### src/source/periph_map_pkg.sv
package periph_map_pkg;

	// bus widths
	localparam int unsigned ADDR_WIDTH = 27;
	localparam int unsigned DATA_WIDTH = 32;

	typedef logic [ADDR_WIDTH-1:0] addr_t;
	typedef logic [DATA_WIDTH-1:0] data_t;

	// word addresses of the peripheral window
	localparam addr_t COMM_REGISTER0    = 27'h7FF_F000;
	localparam addr_t COMM_CONTROL      = 27'h7FF_F001;
	localparam addr_t PHASE_REG         = 27'h7FF_F002;
	localparam addr_t CPC_METRIC_SWITCH = 27'h7FF_F003;
	localparam addr_t STATS_BASE        = 27'h7FF_F004;

	// cache status read-through
	localparam addr_t COMM_CACHE0       = 27'h7FF_F005;
	localparam addr_t COMM_CACHE1       = 27'h7FF_F006;
	localparam addr_t COMM_CACHE2       = 27'h7FF_F007;

	// both read ports show this until the first read
	localparam data_t RESET_READ_VALUE  = 32'hDEAD_BEAF;

	// event counters behind STATS_BASE
	localparam int unsigned NUM_COUNTERS = 6;

endpackage

### src/source/periph_types_pkg.sv
package periph_types_pkg;

	import periph_map_pkg::*;

	// one select bit per mapped address
	localparam int unsigned NUM_SELECTS = 8;
	localparam int unsigned SEL_MAILBOX = 0;
	localparam int unsigned SEL_CONTROL = 1;
	localparam int unsigned SEL_PHASE   = 2;
	localparam int unsigned SEL_METRIC  = 3;
	localparam int unsigned SEL_STATS   = 4;
	localparam int unsigned SEL_CACHE0  = 5;
	localparam int unsigned SEL_CACHE1  = 6;
	localparam int unsigned SEL_CACHE2  = 7;

	typedef logic [NUM_SELECTS-1:0] reg_sel_t;

	// one captured request, decoded
	typedef struct packed {
		logic     valid;
		logic     rw;
		reg_sel_t sel;
		data_t    data;
	} bus_req_t;

	typedef logic [31:0] count_t;
	typedef count_t [NUM_COUNTERS-1:0] count_bank_t;
	typedef logic [NUM_COUNTERS-1:0] event_vec_t;

	typedef logic [1:0]  metric_sel_t;
	typedef logic [7:0]  core_ctrl_t;
	typedef logic [23:0] cs_ctrl_t;

	// self-clearing command bits
	localparam int unsigned CS_TABLE_WRITE_BIT    = 22;
	localparam int unsigned CS_SAMPLER_CLEAR_BIT  = 23;
	localparam int unsigned PHASE_IRQ_BIT         = 31;

endpackage

### src/source/bus_capture.sv
module bus_capture
	import periph_map_pkg::*;
	import periph_types_pkg::*;
(
	input  logic     clock_i,
	input  logic     reset_i,
	input  logic     core_req_i,
	input  logic     core_rw_i,
	input  addr_t    core_addr_i,
	input  data_t    core_data_i,
	input  logic     cs_req_i,
	input  logic     cs_rw_i,
	input  addr_t    cs_addr_i,
	input  data_t    cs_data_i,
	output bus_req_t core_req_o,
	output bus_req_t cs_req_o
);

	logic     core_valid_q, cs_valid_q;
	logic     core_rw_q, cs_rw_q;
	reg_sel_t core_sel_q, cs_sel_q;
	data_t    core_data_q, cs_data_q;

	// unmapped address gives no select at all
	function automatic reg_sel_t decode_addr(input addr_t addr);
		reg_sel_t sel;
		sel = '0;
		case (addr)
			COMM_REGISTER0:    sel[SEL_MAILBOX] = 1'b1;
			COMM_CONTROL:      sel[SEL_CONTROL] = 1'b1;
			PHASE_REG:         sel[SEL_PHASE]   = 1'b1;
			CPC_METRIC_SWITCH: sel[SEL_METRIC]  = 1'b1;
			STATS_BASE:        sel[SEL_STATS]   = 1'b1;
			COMM_CACHE0:       sel[SEL_CACHE0]  = 1'b1;
			COMM_CACHE1:       sel[SEL_CACHE1]  = 1'b1;
			COMM_CACHE2:       sel[SEL_CACHE2]  = 1'b1;
			default:           sel = '0;
		endcase
		return sel;
	endfunction

	always_ff @(posedge clock_i) begin
		if (!reset_i) begin
			core_valid_q <= 1'b0;
			cs_valid_q   <= 1'b0;
		end else begin
			core_valid_q <= core_req_i;
			cs_valid_q   <= cs_req_i;
		end
	end

	// request payload, meaningful only with valid
	always_ff @(posedge clock_i) begin
		core_rw_q   <= core_rw_i;
		core_sel_q  <= decode_addr(core_addr_i);
		core_data_q <= core_data_i;
		cs_rw_q     <= cs_rw_i;
		cs_sel_q    <= decode_addr(cs_addr_i);
		cs_data_q   <= cs_data_i;
	end

	assign core_req_o = '{valid: core_valid_q, rw: core_rw_q, sel: core_sel_q, data: core_data_q};
	assign cs_req_o   = '{valid: cs_valid_q, rw: cs_rw_q, sel: cs_sel_q, data: cs_data_q};

endmodule

### src/source/comm_registers.sv
module comm_registers
	import periph_map_pkg::*;
	import periph_types_pkg::*;
(
	input  logic        clock_i,
	input  logic        reset_i,
	input  bus_req_t    core_req_i,
	input  bus_req_t    cs_req_i,
	input  count_bank_t counts_i,
	input  data_t       cache0_i,
	input  data_t       cache1_i,
	input  data_t       cache2_i,
	output data_t       core_data_o,
	output data_t       cs_data_o,
	output data_t       comm_o,
	output data_t       phase_o,
	output metric_sel_t metric_sel_o,
	output cs_ctrl_t    cs_ctrl_o
);

	data_t       mailbox_q;
	data_t       snapshot_q;
	core_ctrl_t  core_ctrl_q;
	cs_ctrl_t    cs_ctrl_q;
	data_t       phase_q;
	metric_sel_t metric_sel_q;

	logic        core_wr, core_rd;
	logic        cs_wr, cs_rd;
	logic [2:0]  stats_idx;

	assign core_wr   = core_req_i.valid & core_req_i.rw;
	assign core_rd   = core_req_i.valid & ~core_req_i.rw;
	assign cs_wr     = cs_req_i.valid & cs_req_i.rw;
	assign cs_rd     = cs_req_i.valid & ~cs_req_i.rw;
	assign stats_idx = cs_req_i.data[2:0];

	// control fields, phase and metric select
	always_ff @(posedge clock_i) begin
		if (!reset_i) begin
			core_ctrl_q  <= '0;
			cs_ctrl_q    <= '0;
			phase_q      <= '0;
			metric_sel_q <= '0;
		end else begin
			// command and interrupt bits last one cycle unless rewritten
			cs_ctrl_q[CS_SAMPLER_CLEAR_BIT] <= 1'b0;
			cs_ctrl_q[CS_TABLE_WRITE_BIT]   <= 1'b0;
			phase_q[PHASE_IRQ_BIT]          <= 1'b0;

			if (core_wr && core_req_i.sel[SEL_CONTROL]) begin
				core_ctrl_q <= core_req_i.data[7:0];
			end
			if (core_wr && core_req_i.sel[SEL_PHASE]) begin
				phase_q <= {1'b1, core_req_i.data[30:0]};
			end
			if (cs_wr && cs_req_i.sel[SEL_CONTROL]) begin
				cs_ctrl_q <= cs_req_i.data[23:0];
			end
			if (cs_wr && cs_req_i.sel[SEL_METRIC]) begin
				metric_sel_q <= cs_req_i.data[1:0];
			end
		end
	end

	// mailbox and counter snapshot
	always_ff @(posedge clock_i) begin
		if (cs_wr && cs_req_i.sel[SEL_MAILBOX]) begin
			mailbox_q <= cs_req_i.data;
		end
		// core wins a same-cycle collision
		if (core_wr && core_req_i.sel[SEL_MAILBOX]) begin
			mailbox_q <= core_req_i.data;
		end
		if (cs_wr && cs_req_i.sel[SEL_STATS]) begin
			if (stats_idx < 3'(NUM_COUNTERS)) begin
				snapshot_q <= counts_i[stats_idx];
			end else begin
				snapshot_q <= '0;
			end
		end
	end

	// read ports hold their last value between reads
	always_ff @(posedge clock_i) begin
		if (!reset_i) begin
			core_data_o <= RESET_READ_VALUE;
			cs_data_o   <= RESET_READ_VALUE;
		end else begin
			if (core_rd && core_req_i.sel[SEL_MAILBOX]) begin
				core_data_o <= mailbox_q;
			end
			if (cs_rd) begin
				case (1'b1)
					cs_req_i.sel[SEL_MAILBOX]: cs_data_o <= mailbox_q;
					cs_req_i.sel[SEL_STATS]:   cs_data_o <= snapshot_q;
					cs_req_i.sel[SEL_CACHE0]:  cs_data_o <= cache0_i;
					cs_req_i.sel[SEL_CACHE1]:  cs_data_o <= cache1_i;
					cs_req_i.sel[SEL_CACHE2]:  cs_data_o <= cache2_i;
					default:                   cs_data_o <= '0;
				endcase
			end
		end
	end

	// core byte sits above the control system field
	assign comm_o       = {core_ctrl_q, cs_ctrl_q};
	assign phase_o      = phase_q;
	assign metric_sel_o = metric_sel_q;
	assign cs_ctrl_o    = cs_ctrl_q;

endmodule

### src/source/cycle_counters.sv
module cycle_counters
	import periph_map_pkg::*;
	import periph_types_pkg::*;
(
	input  logic        clock_i,
	input  logic        reset_i,
	input  logic        clear_i,
	input  event_vec_t  events_i,
	output count_bank_t counts_o
);

	count_bank_t counts_q;
	count_bank_t counts_next;

	// each counter wraps and steps on its own event bit
	always_comb begin
		for (int i = 0; i < NUM_COUNTERS; i++) begin
			if (events_i[i]) begin
				counts_next[i] = counts_q[i] + count_t'(1);
			end else begin
				counts_next[i] = counts_q[i];
			end
		end
	end

	always_ff @(posedge clock_i) begin
		if (!reset_i) begin
			counts_q <= '0;
		end else if (clear_i) begin
			// sampler clear beats any event in the same cycle
			counts_q <= '0;
		end else begin
			counts_q <= counts_next;
		end
	end

	assign counts_o = counts_q;

endmodule

### src/source/peripheral_top.sv
module peripheral_top
	import periph_map_pkg::*;
	import periph_types_pkg::*;
(
	input  logic        clock_i,
	input  logic        reset_i,
	input  logic        core_req_i,
	input  logic        core_rw_i,
	input  addr_t       core_addr_i,
	input  data_t       core_data_i,
	input  logic        cs_req_i,
	input  logic        cs_rw_i,
	input  addr_t       cs_addr_i,
	input  data_t       cs_data_i,
	input  event_vec_t  events_i,
	input  data_t       cache0_i,
	input  data_t       cache1_i,
	input  data_t       cache2_i,
	output data_t       core_data_o,
	output data_t       cs_data_o,
	output data_t       comm_o,
	output data_t       phase_o,
	output metric_sel_t metric_sel_o
);

	bus_req_t    core_req;
	bus_req_t    cs_req;
	cs_ctrl_t    cs_ctrl;
	count_bank_t counts;

	// stage 1, capture and decode
	bus_capture bus_capture_inst (
		.clock_i     (clock_i),
		.reset_i     (reset_i),
		.core_req_i  (core_req_i),
		.core_rw_i   (core_rw_i),
		.core_addr_i (core_addr_i),
		.core_data_i (core_data_i),
		.cs_req_i    (cs_req_i),
		.cs_rw_i     (cs_rw_i),
		.cs_addr_i   (cs_addr_i),
		.cs_data_i   (cs_data_i),
		.core_req_o  (core_req),
		.cs_req_o    (cs_req)
	);

	// stage 2, register file
	comm_registers comm_registers_inst (
		.clock_i      (clock_i),
		.reset_i      (reset_i),
		.core_req_i   (core_req),
		.cs_req_i     (cs_req),
		.counts_i     (counts),
		.cache0_i     (cache0_i),
		.cache1_i     (cache1_i),
		.cache2_i     (cache2_i),
		.core_data_o  (core_data_o),
		.cs_data_o    (cs_data_o),
		.comm_o       (comm_o),
		.phase_o      (phase_o),
		.metric_sel_o (metric_sel_o),
		.cs_ctrl_o    (cs_ctrl)
	);

	// counter bank, cleared by the sampler-clear command bit
	cycle_counters cycle_counters_inst (
		.clock_i  (clock_i),
		.reset_i  (reset_i),
		.clear_i  (cs_ctrl[CS_SAMPLER_CLEAR_BIT]),
		.events_i (events_i),
		.counts_o (counts)
	);

endmodule

### config.mk
export PLATFORM = sky130hd
export DESIGN_NAME = peripheral_top
export DESIGN_NICKNAME = d
export VERILOG_FILES = /design/src/source/periph_map_pkg.sv /design/src/source/periph_types_pkg.sv /design/src/source/bus_capture.sv /design/src/source/comm_registers.sv /design/src/source/cycle_counters.sv /design/src/source/peripheral_top.sv
export SDC_FILE = /design/constraint.sdc
export NUM_CORES = 1
export LEC_CHECK = 0
export BUFFER_PORTS_ARGS = -buffer_cell sky130_fd_sc_hd__buf_2
export CAP_MARGIN = 5
export CORE_UTILIZATION = 45
export DETAILED_ROUTE_END_ITERATION = 8
export GPL_ROUTABILITY_DRIVEN = 0
export PLACE_DENSITY_LB_ADDON = 0.2
export SYNTH_ARGS = -nofsm -noshare
export SYNTH_HDL_FRONTEND = slang
export SYNTH_HIERARCHICAL = 1
export SYNTH_SLANG_ARGS = --single-unit
export TNS_END_PERCENT = 100
### constraint.sdc
create_clock -name clock_i -period 3 [get_ports clock_i]
set_clock_uncertainty 0.05 [all_clocks]
set_input_delay 0.3 -clock clock_i [delete_from_list [all_inputs] [get_ports clock_i]]
set_output_delay 0.3 -clock clock_i [all_outputs]
set_load 0.01 [all_outputs]
==> summary.md <==
| Metric | Value |
|---|---|
| Run status | `finished clean` |
| Number of global-route vias before repair | `17,300` |
| Placement Rows | `77` |
| Crit path time final | `2.44 ns` |
| Final setup vio count | `0` |
| Drt wl/cell | `20.9 um` |
| Ports | `356` |
| Worst hold-check path type | `primary input to register` |
| M1 WL | `28,100 um` |
| Cell area after layout | `0.0252 mm^2` |
| Post-route ant nets | `0` |
| DP HPWL | `47,400 um` |
| Worst Path Required | `3.46 ns` |
| Clk_lat worst skew | `0.62 ns` |
| Fmax | `0.410 GHz` |
| Mapped Area | `0.0206 mm^2` |
| Initial antenna violation count | `0` |
| Final Slew Violations | `0` |
| Drt pass-1 iters | `5` |
| Post-CTS setup repair buffer count | `0` |
| # port buffers | `355` |
| Syn Area/Cell | `9.56 um^2` |
| Hold depth | `3` |
| Overall routed net length | `66,100 um` |
| Non-filler cells, final | `3,155` |
| Cell Area, Placed | `0.0227 mm^2` |
| Highest metal used | `met4` |
| Yosys warnings | `6` |
| DR WL met3 | `4870 um` |
| Syn nets | `2,382` |
| Initial Util | `0.461` |
| Die area | `0.0465 mm^2` |
| Final period utilization | `0.814` |
| Via density per instance | `5.84` |
| Minimum hold slack | `0.0290 ns` |
| Max-cap violations | `0` |
| Ratio of cells with drive above 1 in the final layout | `0.216` |
| Total GRT Usage | `0.275` |
| Post-layout util | `0.565` |
| TritonCTS Buffers | `50` |
| # H-tree levels | `2` |
| Met2 wire length | `30,700 um` |
| Clock Pin Slew Worst Setup and Hold Paths | `0.06 ns` |
| Pwr Density | `527 mW/mm^2` |
| Largest net degree at the start of global routing | `80` |
| RSZ-0062 raised after global routing | `false` |
| Core area | `0.0446 mm^2` |
| Root buffer cell | `clkbuf_16` |
| N_diodes | `0` |
| R2r worst-path depth | `6` |
| Layout net count | `2,753` |
| # fillers | `3,882` |
| Type of origin of the critical path | `register` |
| Grt total ovfl | `0` |
| Worst-case vdd ir drop | `0.436 mV` |
| Placed insts | `2,977` |
| Vias | `18,400` |
| Hold violation count in the final report | `0` |
| Clock tree buffer depth | `3` |
| Sink Count | `464` |
| First-pass GRT wire length | `99,400 um` |
| Rel. slew slack | `0.434` |
| Arr. time, crit path | `2.90 ns` |
| Setup tns final | `0 ns` |
| Critical Path End Type | `register` |
| P&R area growth vs syn | `22.5%` |
| CTS tree | `done` |
| LEAKAGE | `9.26 nW` |
| Die span in x | `216 um` |
| Kind of critical path | `register to register` |
| Residual DRC count | `0` |
| Cells after synthesis | `2,150` |
| Crit-path max FO | `12` |
| Measured slew at the worst slew-check pin | `0.848 ns` |
| Die extent in y | `216 um` |
| DR iter-0 viols | `1,719` |
[placed cells by master, fill, tap and decap left out, drive strengths merged, types with 23 or more instances in the layout]
cell type / instances
dfxtp: 400
buf: 394
nand2: 270
a21oi: 136
inv: 91
dlygate4sd3: 84
nand3: 83
nor2: 82
or4: 81
nand4: 75
o21ai: 73
clkbuf: 73
o31ai: 69
edfxtp: 64
a21boi: 62
mux2i: 54
xnor2: 35
or3: 34
xor2: 34
mux4: 32
o22ai: 32
a221oi: 32
and4: 32
mux2: 32
nor4: 30
o211ai: 23
[per-stage QoR]
step	setup WS, ns	power (W)
global route	0.429	0.0137
CTS	0.574	0.0134
detailed placement	0.593	0.00710
floorplan	0.911	0.00682
finish	0.559	0.0133
global placement	0.633	0.00709
[what timing repair did]
| action | in CTS | in global routing |
|---|---|---|
| hold endpoints to repair | 85 | 0 |
| hold buffers | 84 | 0 |
| resized for setup | 0 | 0 |
[final timing paths]
path	startpoint	to	slack (ns)
worst max-delay path	cycle_counters_inst/counts_o[160]$_SDFFE_PP0P_	cycle_counters_inst/counts_o[174]$_SDFFE_PP0P_	0.56
worst min-delay path	events_i[4]	cycle_counters_inst/counts_o[128]$_SDFFE_PP0P_	0.03
worst max register to register	cycle_counters_inst/counts_o[160]$_SDFFE_PP0P_	cycle_counters_inst/counts_o[174]$_SDFFE_PP0P_	0.56
worst min register to register	bus_capture_inst/core_data_q[27]$_DFF_P_	comm_registers_inst/phase_o[27]$_SDFFE_PN0P_	0.40
[sequential cells by signal (all words and copies together), names as in the netlist, 7 cells and up]
name and flops:
bus_capture_inst/cs_data_q 32, comm_registers_inst/core_data_o 32, comm_registers_inst/cs_ctrl_o 24, bus_capture_inst/cs_sel_q 7
bus_capture_inst/core_data_q 32, comm_registers_inst/cs_data_o 32, comm_registers_inst/mailbox_q 32, cycle_counters_inst/counts_o 192
comm_registers_inst/snapshot_q 32, comm_registers_inst/phase_o 32, comm_registers_inst/core_ctrl_q 8
[cell type report]
class	instances	area, um^2	area share
clock buffers	73	1470	0.0585
repair buffers	478	2930	0.116
multi-input cells	1441	9610	0.381
flip-flops and latches	464	9940	0.395
clock inverters	21	181	0.00720
inverters	86	323	0.0128
well taps	592	741	0.0294
[worst max-delay path: stages (launching register included)]
cell	delay, ns
dfxtp_1	0.40
ha_1	0.22
nand3_1	0.17
or4_1	0.77
buf_4	0.26
or3_1	0.35
a21oi_1	0.14
[report_power, final]
group,internal (W),switching (W)
combinational,0.000311,0.000296
clock,0.00354,0.00267
sequential,0.00637,0.0000855
[layer usage]
layer  global-route usage  vias to the layer above
li1                     -                     8669
met1                0.363                     8909
met2                0.446                      724
met3               0.0498                      132
met4                0.110                        0
met5                    0                        -
(Power assumes the default switching activity.)
